### src/include/video_settings.svh
/*
  Raster, color PROM and host register constants for the video block.
  Counter limits are last values, so a line is VIDEO_HCNT_END+1 pixels.
  Vertical blank wraps through line 0, hence VB_START above VB_END.
*/
`ifndef VIDEO_SETTINGS_SVH
`define VIDEO_SETTINGS_SVH

// Raster counter limits
`define VIDEO_HCNT_END   9'd383
`define VIDEO_VCNT_END   9'd263

// Blanking limits
`define VIDEO_HB_START   9'd255
`define VIDEO_VB_START   9'd236
`define VIDEO_VB_END     9'd19

// Object box
`define VIDEO_OBJ_SIZE   9'd16
`define VIDEO_OBJ_COLOR  4'hA

// Color PROMs, 256 x 4 each
`define VIDEO_PROM_AW    8
`define VIDEO_PROM_DEPTH 256
`define VIDEO_PROM_LAST  10'h2FF

// Host register map
`define VIDEO_WB_PAL     10'h300
`define VIDEO_WB_OBJX    10'h301
`define VIDEO_WB_OBJY    10'h302
`define VIDEO_WB_STATUS  10'h303

`endif

### src/verilog/video_pkg.sv
/*
  Shared bundles for the video block and its testbench.
  Field order is MSB first, so widths here fix the bit layout.
*/
`default_nettype none

package video_pkg;

    // Raster position and blanking flags
    typedef struct packed {
        logic [8:0] hdump;
        logic [8:0] vdump;
        logic       lhbl;
        logic       lvbl;
    } video_timing_t;

    // Layer pixels, zero means transparent
    typedef struct packed {
        logic [3:0] obj_pxl;
        logic [3:0] scr_pxl;
    } layer_pxl_t;

    // PROM write strobe, prog_en one-hot red/green/blue
    typedef struct packed {
        logic [2:0] prog_en;
        logic [7:0] prog_addr;
        logic [3:0] prog_data;
    } prom_wr_t;

    typedef struct packed {
        logic [3:0] red;
        logic [3:0] green;
        logic [3:0] blue;
    } rgb_t;

    // Wishbone classic, host side
    typedef struct packed {
        logic        cyc;
        logic        stb;
        logic        we;
        logic [9:0]  adr;
        logic [15:0] dat;
    } wb_req_t;

    // Wishbone classic, slave side
    typedef struct packed {
        logic [15:0] dat;
        logic        ack;
    } wb_rsp_t;

endpackage

`default_nettype wire

### src/verilog/video_timer.sv
/*
  Raster counters for a 384 x 264 frame.
  Counts only move on pxl_cen; clk is the fast system clock.
  LHBL and LVBL are decoded straight from the counts, no pipeline.
  No sync pulses are generated.
*/
`timescale 1ns/1ps
`default_nettype none

`include "video_settings.svh"

module video_timer import video_pkg::*; (
    input  logic          clk,
    input  logic          rst_n,
    input  logic          pxl_cen,
    output video_timing_t timing
);

logic [8:0] hcnt;
logic [8:0] vcnt;
logic       hwrap;
logic       vwrap;
logic       hvis;
logic       vblank;

// Last pixel of a line / last line of a frame
assign hwrap = hcnt == `VIDEO_HCNT_END;
assign vwrap = vcnt == `VIDEO_VCNT_END;

// Horizontal counter
always_ff @(posedge clk) begin
    if (!rst_n) begin
        hcnt <= '0;
    end else if (pxl_cen) begin
        if (hwrap) begin
            hcnt <= '0;
        end else begin
            hcnt <= hcnt + 9'd1;
        end
    end
end

// Vertical counter, steps once per line
always_ff @(posedge clk) begin
    if (!rst_n) begin
        vcnt <= '0;
    end else if (pxl_cen && hwrap) begin
        if (vwrap) begin
            vcnt <= '0;
        end else begin
            vcnt <= vcnt + 9'd1;
        end
    end
end

// Visible columns 0..HB_START
assign hvis = hcnt <= `VIDEO_HB_START;

// Vertical blank spans the frame wrap
// VB_START..VCNT_END, then 0..VB_END
assign vblank = (vcnt >= `VIDEO_VB_START) || (vcnt <= `VIDEO_VB_END);

// Outgoing bundle
assign timing.hdump = hcnt;
assign timing.vdump = vcnt;
assign timing.lhbl  = hvis;
assign timing.lvbl  = ~vblank;

endmodule

`default_nettype wire

### src/verilog/video_layers.sv
/*
  Stand-in for the tile and sprite engines.
  Scroll layer is a diagonal tile pattern from the raster position.
  One 16 x 16 object box at obj_x/obj_y, filled with VIDEO_OBJ_COLOR.
  The box does not wrap around the screen edges.
  One pxl_cen of latency; timing_l keeps the position aligned.
*/
`timescale 1ns/1ps
`default_nettype none

`include "video_settings.svh"

module video_layers import video_pkg::*; (
    input  logic          clk,
    input  logic          rst_n,
    input  logic          pxl_cen,
    input  video_timing_t timing,
    input  logic [8:0]    obj_x,
    input  logic [8:0]    obj_y,
    output layer_pxl_t    pxl,
    output video_timing_t timing_l
);

logic [3:0] scr_nxt;
logic [8:0] hoff;
logic [8:0] voff;
logic       in_box;
logic [3:0] obj_nxt;

// Tile index sum, 16-pixel tiles on both axes
assign scr_nxt = timing.hdump[7:4] + timing.vdump[7:4];

// Offset inside the box; only meaningful when not below obj_x/obj_y
assign hoff = timing.hdump - obj_x;
assign voff = timing.vdump - obj_y;

assign in_box = (timing.hdump >= obj_x) && (hoff < `VIDEO_OBJ_SIZE) &&
                (timing.vdump >= obj_y) && (voff < `VIDEO_OBJ_SIZE);

// Transparent outside the box
assign obj_nxt = in_box ? `VIDEO_OBJ_COLOR : 4'd0;

// Pixel and position registered together
always_ff @(posedge clk) begin
    if (!rst_n) begin
        pxl      <= '0;
        timing_l <= '0;
    end else if (pxl_cen) begin
        pxl.obj_pxl <= obj_nxt;
        pxl.scr_pxl <= scr_nxt;
        timing_l    <= timing;
    end
end

endmodule

`default_nettype wire

### src/verilog/video_colmix.sv
/*
  Layer priority and color lookup through three 256 x 4 PROMs.
  Object layer wins over scroll whenever its pixel is nonzero.
  Lookup address is {layer, pal_sel, pixel}, layer 1 for object.
  PROMs are loaded from the host and have no reset value.
  Two pxl_cen of latency; timing_dly stays aligned with rgb.
*/
`timescale 1ns/1ps
`default_nettype none

`include "video_settings.svh"

module video_colmix import video_pkg::*; (
    input  logic          clk,
    input  logic          rst_n,
    input  logic          pxl_cen,
    input  logic [2:0]    pal_sel,
    input  layer_pxl_t    pxl,
    input  video_timing_t timing_l,
    input  prom_wr_t      prom_wr,
    output rgb_t          rgb,
    output video_timing_t timing_dly
);

// Index 0 red, 1 green, 2 blue
logic [3:0] prom_mem [0:2][0:`VIDEO_PROM_DEPTH-1];
logic [3:0] lut_dout [0:2];

logic                      obj_win;
logic [3:0]                win_pxl;
logic [`VIDEO_PROM_AW-1:0] lut_addr;
video_timing_t             timing_p1;
logic                      visible;

// Priority, object over scroll
assign obj_win  = pxl.obj_pxl != 4'd0;
assign win_pxl  = obj_win ? pxl.obj_pxl : pxl.scr_pxl;
assign lut_addr = {obj_win, pal_sel, win_pxl};

// Host writes, any clock, not tied to pxl_cen
always_ff @(posedge clk) begin
    for (int i = 0; i < 3; i++) begin
        if (prom_wr.prog_en[i]) begin
            prom_mem[i][prom_wr.prog_addr] <= prom_wr.prog_data;
        end
    end
end

// First stage: synchronous PROM read
always_ff @(posedge clk) begin
    if (pxl_cen) begin
        for (int i = 0; i < 3; i++) begin
            lut_dout[i] <= prom_mem[i][lut_addr];
        end
    end
end

// Blanking flags as seen by the first stage
assign visible = timing_p1.lhbl & timing_p1.lvbl;

// Timing delay line and output register
always_ff @(posedge clk) begin
    if (!rst_n) begin
        timing_p1  <= '0;
        timing_dly <= '0;
        rgb        <= '0;
    end else if (pxl_cen) begin
        timing_p1  <= timing_l;
        timing_dly <= timing_p1;
        // Black during either blank
        if (visible) begin
            rgb.red   <= lut_dout[0];
            rgb.green <= lut_dout[1];
            rgb.blue  <= lut_dout[2];
        end else begin
            rgb <= '0;
        end
    end
end

endmodule

`default_nettype wire

### src/verilog/video_wb_regs.sv
/*
  Wishbone classic slave for the video block.
  0x000-0x2FF: PROM window, bits 9:8 pick red/green/blue. Reads give 0.
  0x300 palette, 0x301/0x302 object X/Y, 0x303 status {LVBL, V16}.
  ack is one clock long and never back to back; no wait states beyond it.
*/
`timescale 1ns/1ps
`default_nettype none

`include "video_settings.svh"

module video_wb_regs import video_pkg::*; (
    input  logic          clk,
    input  logic          rst_n,
    input  wb_req_t       wb_req,
    input  video_timing_t timing,
    output wb_rsp_t       wb_rsp,
    output prom_wr_t      prom_wr,
    output logic [2:0]    pal_sel,
    output logic [8:0]    obj_x,
    output logic [8:0]    obj_y
);

logic        ack;
logic [15:0] rd_dat;
logic        access;
logic        prom_hit;
logic [2:0]  prog_en;
logic [7:0]  prog_addr;
logic [3:0]  prog_data;
logic [15:0] rd_nxt;

// New cycle only when ack is not already high
assign access   = wb_req.cyc & wb_req.stb & ~ack;
assign prom_hit = wb_req.adr <= `VIDEO_PROM_LAST;

// Read mux
always_comb begin
    case (wb_req.adr)
        `VIDEO_WB_PAL:    rd_nxt = {13'd0, pal_sel};
        `VIDEO_WB_OBJX:   rd_nxt = {7'd0, obj_x};
        `VIDEO_WB_OBJY:   rd_nxt = {7'd0, obj_y};
        `VIDEO_WB_STATUS: rd_nxt = {14'd0, timing.lvbl, timing.vdump[4]};
        default:          rd_nxt = 16'd0;
    endcase
end

// Handshake, registers and PROM strobe
always_ff @(posedge clk) begin
    if (!rst_n) begin
        ack     <= 1'b0;
        prog_en <= '0;
        pal_sel <= '0;
        obj_x   <= '0;
        obj_y   <= '0;
    end else begin
        ack     <= access;
        // One-clock strobe, one color at a time
        prog_en <= (access && wb_req.we && prom_hit) ? 3'b001 << wb_req.adr[9:8] : 3'b000;
        if (access && wb_req.we) begin
            case (wb_req.adr)
                `VIDEO_WB_PAL:  pal_sel <= wb_req.dat[2:0];
                `VIDEO_WB_OBJX: obj_x   <= wb_req.dat[8:0];
                `VIDEO_WB_OBJY: obj_y   <= wb_req.dat[8:0];
                default: ;
            endcase
        end
    end
end

// Payload, qualified by prog_en / ack
always_ff @(posedge clk) begin
    if (access) begin
        prog_addr <= wb_req.adr[7:0];
        prog_data <= wb_req.dat[3:0];
        rd_dat    <= rd_nxt;
    end
end

assign prom_wr.prog_en   = prog_en;
assign prom_wr.prog_addr = prog_addr;
assign prom_wr.prog_data = prog_data;

assign wb_rsp.dat = rd_dat;
assign wb_rsp.ack = ack;

endmodule

`default_nettype wire

### src/verilog/video_top.sv
/*
  Video subsystem top: raster timer, layers, color mixer, host slave.
  rgb and timing_dly trail the raster counters by three pxl_cen.
  Host bus runs on clk with no relation to pxl_cen.
*/
`timescale 1ns/1ps
`default_nettype none

module video_top import video_pkg::*; (
    input  logic          clk,
    input  logic          rst_n,
    input  logic          pxl_cen,
    input  wb_req_t       wb_req,
    output wb_rsp_t       wb_rsp,
    output rgb_t          rgb,
    output video_timing_t timing_dly
);

video_timing_t timing;
video_timing_t timing_l;
layer_pxl_t    pxl;
prom_wr_t      prom_wr;
logic [2:0]    pal_sel;
logic [8:0]    obj_x;
logic [8:0]    obj_y;

// Raster counters
video_timer u_timer(
    .clk        ( clk        ),
    .rst_n      ( rst_n      ),
    .pxl_cen    ( pxl_cen    ),
    .timing     ( timing     )
);

// Scroll and object pixels, one pixel behind
video_layers u_layers(
    .clk        ( clk        ),
    .rst_n      ( rst_n      ),
    .pxl_cen    ( pxl_cen    ),
    .timing     ( timing     ),
    .obj_x      ( obj_x      ),
    .obj_y      ( obj_y      ),
    .pxl        ( pxl        ),
    .timing_l   ( timing_l   )
);

// Priority, PROM lookup and blanking
video_colmix u_colmix(
    .clk        ( clk        ),
    .rst_n      ( rst_n      ),
    .pxl_cen    ( pxl_cen    ),
    .pal_sel    ( pal_sel    ),
    .pxl        ( pxl        ),
    .timing_l   ( timing_l   ),
    .prom_wr    ( prom_wr    ),
    .rgb        ( rgb        ),
    .timing_dly ( timing_dly )
);

// Host access
video_wb_regs u_wb_regs(
    .clk        ( clk        ),
    .rst_n      ( rst_n      ),
    .wb_req     ( wb_req     ),
    .timing     ( timing     ),
    .wb_rsp     ( wb_rsp     ),
    .prom_wr    ( prom_wr    ),
    .pal_sel    ( pal_sel    ),
    .obj_x      ( obj_x      ),
    .obj_y      ( obj_y      )
);

endmodule

`default_nettype wire

### config.mk
export PLATFORM = sky130hd
export DESIGN_NAME = video_top
export DESIGN_NICKNAME = d
export VERILOG_FILES = /design/src/verilog/video_pkg.sv /design/src/verilog/video_timer.sv /design/src/verilog/video_layers.sv /design/src/verilog/video_colmix.sv /design/src/verilog/video_wb_regs.sv /design/src/verilog/video_top.sv
export VERILOG_INCLUDE_DIRS = /design/src /design/src/include
export SDC_FILE = /design/constraint.sdc
export NUM_CORES = 2
export LEC_CHECK = 0
export BUFFER_PORTS_ARGS = -buffer_cell sky130_fd_sc_hd__buf_2
export CAP_MARGIN = 40
export CORE_UTILIZATION = 50
export DETAILED_ROUTE_END_ITERATION = 6
export HOLD_SLACK_MARGIN = 0.08
export PLACE_DENSITY = 0.65
export SLEW_MARGIN = 10
export SYNTH_ARGS = -nofsm -noshare
export SYNTH_HDL_FRONTEND = slang
export SYNTH_SLANG_ARGS = --single-unit
export TNS_END_PERCENT = 1
### constraint.sdc
create_clock -name clk -period 11.7 [get_ports clk]
set_input_delay 0.585 -clock clk [delete_from_list [all_inputs] [get_ports clk]]
set_output_delay 0.585 -clock clk [all_outputs]
set_load 0.01 [all_outputs]
==> metrics.md <==
| Metric | Value |
|---|---|
| Initial DRC count | `around 12000` |
| Final core occ | `a little under three fifths` |
| Sum of negative setup slack | `0 ns` |
| Drt first pass iters | `7` |
| Final setup vio count | `0` |
| Status | `finished, violations left` |
| Synth unique cells | `between 80 and 90` |
| Synthesized area | `120000 um^2` |
| I/O pin count | `between 80 and 90` |
| Rel. slew slack | `30.5%` |
| Syn_area_per_cell | `around 16 um^2` |
| Worst Path Arrival | `between 6 and 7 ns` |
| Worst vdd ir | `0.127 mV` |
| Sequential share of the synthesized area | `73.2%` |
| Leakage | `approximately 43 nW` |
| CORE AREA | `approximately 240000 um^2` |
| Die area | `about 240000 um^2` |
| Tmin final | `~5.7 ns` |
| Setup WS post-layout | `~6 ns` |
| Highest clock rate | `177 MHz` |
| Initial antenna violation count | `26` |
| Reg2Reg Setup Slack | `slightly above 6 ns` |
| Post-synthesis compound-gate area fraction | `roughly 7.0%` |
| FF+latch count, synth | `2955` |
| Switching share of power | `between 20% and 30%` |
| Die Ht | `around 490 um` |
| Layout fillers | `roughly 18000` |
| MaxCap Viol Count | `0` |
| Non-filler instance count after layout | `between 10000 and 15000` |
| Total gr overflow | `0` |
| Via Count | `73800` |
| Worst-margin pin slew | `roughly 1.0 ns` |
| Slew Limit Fails | `0` |
| Final hold vios | `0` |
| Power Dens Cells | `167 nW/um^2` |
| Fin crit share | `roughly half` |
| Psw | `between 4 and 5 mW` |
| Worst slack at placement | `6.12 ns` |
| Setup crit start kind | `flop` |
| Most common cell after layout, fill and taps aside | `edfxtp_1` |
| CTS tree | `built` |
| Clk_skew | `between 0.07 and 0.08 ns` |
| Comb power frac | `under 10%` |
| Clock sink total | `2955` |
| GPL Wtd Cong | `roughly 0.89` |
| Share of cells above drive strength 1 | `roughly 14%` |
| Area growth syn-to-layout | `12.3%` |
| FF-to-FF Start | `u_layers.pxl[5]$_SDFFE_PN0P_` |
| Starting Density | `50.2%` |
| Post-synthesis simple-gate area fraction | `6.88%` |
| Via-per-instance ratio | `around 6.6` |
| Clock latency at the later pin of the worst-skew pair | `roughly 0.95 ns` |
| Worst hold path class | `in -> reg` |
| HPWL after DPL | `about 220 mm` |
| Routed WL per cell | `between 30 and 40 um` |
| Async SR Flop Fraction | `0%` |
| Placed Cells | `10600` |
| Mux contribution to synthesized area | `under 10%` |
| Clk root buf | `clkbuf_16` |
| Commonest non-fill, non-tap cells in the layout | `2835 x edfxtp_1, 904 x nor2_1, 573 x nand2_1` |
| GR Util All Layers | `roughly 30%` |
| # DRC | `103` |
| Number of I/O port buffers | `66` |
| Kind of critical path | `reg -> reg` |
| Worst-case clock buffer depth | `4` |
| Final wirelength | `between 300 and 400 mm` |
| Routed Antenna Nets | `0` |
| Synth Area in XOR/XNOR | `0.132%` |
| First-pass GRT wire length | `521 mm` |
| Cts repair resizes | `0` |
| Flop pwr share | `51.9%` |
| Failing checks | `DRC` |
| Final #Nets | `slightly below 8000` |
| Number of synthesized flops with an enable pin | `between 2000 and 3000` |
| Hold Startpoint | `wb_req[27]` |
| Power Internal | `17.5 mW` |
| Mapped Cells | `approximately 7600` |
| CP startpoint | `u_layers.pxl[5]$_SDFFE_PN0P_` |
| Yosys warns | `0` |
| H-tree level count | `5` |
| Worst path required time | `around 12 ns` |
| Worst-path maximum fanout | `53` |
| Adder-cell area share of the yosys netlist | `less than 1%` |
| Post-synth top flop | `edfxtp_1` |
| Std cell rows | `179` |
| Largest net degree at the start of global routing | `201` |
| Clock transition at path regs | `0.06 ns` |
| Num CTS Buffers | `around 320` |
| RSZ-0062 raised after global routing | `false` |
| Vias in the first global route | `a little over 70000` |
| Setup crit end kind | `flop` |
| Largest family of logic cells by synthesized area | `multiplexers` |
| Die width | `around 490 um` |
| Clk pwr share | `43.5%` |
[critical path, cell delays in order (launching register included)]
cell and delay [ns]:
dfxtp_4 0.57, buf_4 0.51, nand2b_4 0.41, buf_16 0.28, buf_4 0.71, buf_4 0.79, mux4_2 0.60, o21ai_0 0.41
a21oi_1 0.14, a211oi_1 0.60, o32ai_1 0.20
[metal layers]
metal | vias up | track usage, % | part of all wire, %
li1 | 29900 | - | -
met5 | - | 0 | 0.019
met4 | 12 | 13.4 | 4.7
met3 | 971 | 7.98 | 13
met1 | 37400 | 41.2 | 37
met2 | 5466 | 45.7 | 45
[power groups by stage]
| stage | sequential [mW] | combinational [mW] | clock, mW |
|---|---|---|---|
| after floorplan | 11.9 | 0.427 | 0 |
| after global placement | 11.8 | 0.956 | 0 |
| after detailed placement | 11.8 | 0.981 | 0 |
| after CTS | 11.6 | 0.991 | 9.76 |
| after global routing | 11.6 | 1.04 | 10.2 |
| final | 11.6 | 1.04 | 9.72 |
[area by class of cell]
| cell class | instances | area [um^2] | share of cell area, % |
|---|---|---|---|
| antenna | 28 | 70.1 | 0.0522 |
| clock buffer | 385 | 8300 | 6.18 |
| clock inverter | 164 | 1560 | 1.16 |
| inverter | 39 | 153 | 0.114 |
| multi-input combinational | 4090 | 29100 | 21.7 |
| sequential | 2955 | 87600 | 65.3 |
| tap | 3167 | 3960 | 2.95 |
| timing repair buffer | 353 | 3490 | 2.60 |
[sequential cells by signal (all words and copies together) (netlist names)]
signal               cells
u_colmix.prom_mem     2802
u_colmix.timing_dly     20
u_colmix.timing_p1      20
u_layers.timing_l       20
u_colmix.lut_dout       12
u_colmix.rgb            12
u_timer.hcnt             9
u_timer.vcnt             9
u_wb_regs.obj_x          9
u_wb_regs.obj_y          9
u_wb_regs.rd_dat         9
u_wb_regs.prog_addr      8
u_layers.pxl             5
u_wb_regs.prog_data      4
u_wb_regs.pal_sel        3
u_wb_regs.prog_en        3
u_wb_regs.ack            1
[logic make-up after synthesis]
logic type / after synthesis
flops: 2955
simple gates: 1949
compound gates: 1244
mux: 846
buf+inv: 604
fa+ha+maj: 26
xor+xnor: 18
other cells: 1
[what timing repair did]
action                                  in CTS  in global routing
endpoints found under the hold margin       44                  0
setup buffers                                0                  0
endpoints found under the setup margin       0                  0
hold buffers                                23                  0
[final timing paths]
path,to,cells past startpoint
setup / recovery,u_colmix.lut_dout[0][4]$_DFFE_PP_,10
hold / removal,u_wb_regs.prog_addr[2]$_DFFE_PP_,4
setup reg to reg,u_colmix.lut_dout[0][4]$_DFFE_PP_,10
hold reg to reg,u_layers.timing_l[13]$_SDFFE_PN0P_,2
[metrics by stage]
stage                     hold slack, ns  total power [mW]  instance area, um^2
final                              0.233              22.3               134000
after global routing               0.234              22.8               134000
after CTS                          0.184              22.3               134000
after detailed placement           0.480              12.8               124000
after global placement             0.473              12.8               123000
after floorplan                    0.457              12.3               120000
[Yosys cell counts (all sizes together), types with 52 or more instances]
| library cell | count | share of area [%] |
|---|---|---|
| edfxtp | 2835 | 71 |
| nor2 | 917 | 2.9 |
| nand2 | 612 | 1.9 |
| mux2i | 552 | 4.6 |
| buf | 326 | 1.8 |
| a21oi | 291 | 1.2 |
| mux4 | 250 | 4.7 |
| clkbuf | 239 | 0.75 |
| o21ai | 180 | 0.75 |
| o22ai | 149 | 0.78 |
| nor2b | 134 | 0.70 |
| o221ai | 130 | 0.95 |
| dfxtp | 120 | 2.0 |
| nand3 | 103 | 0.43 |
| a211oi | 89 | 0.56 |
| a221oi | 58 | 0.43 |
| a31oi | 52 | 0.27 |
(Power assumes the default switching activity.)
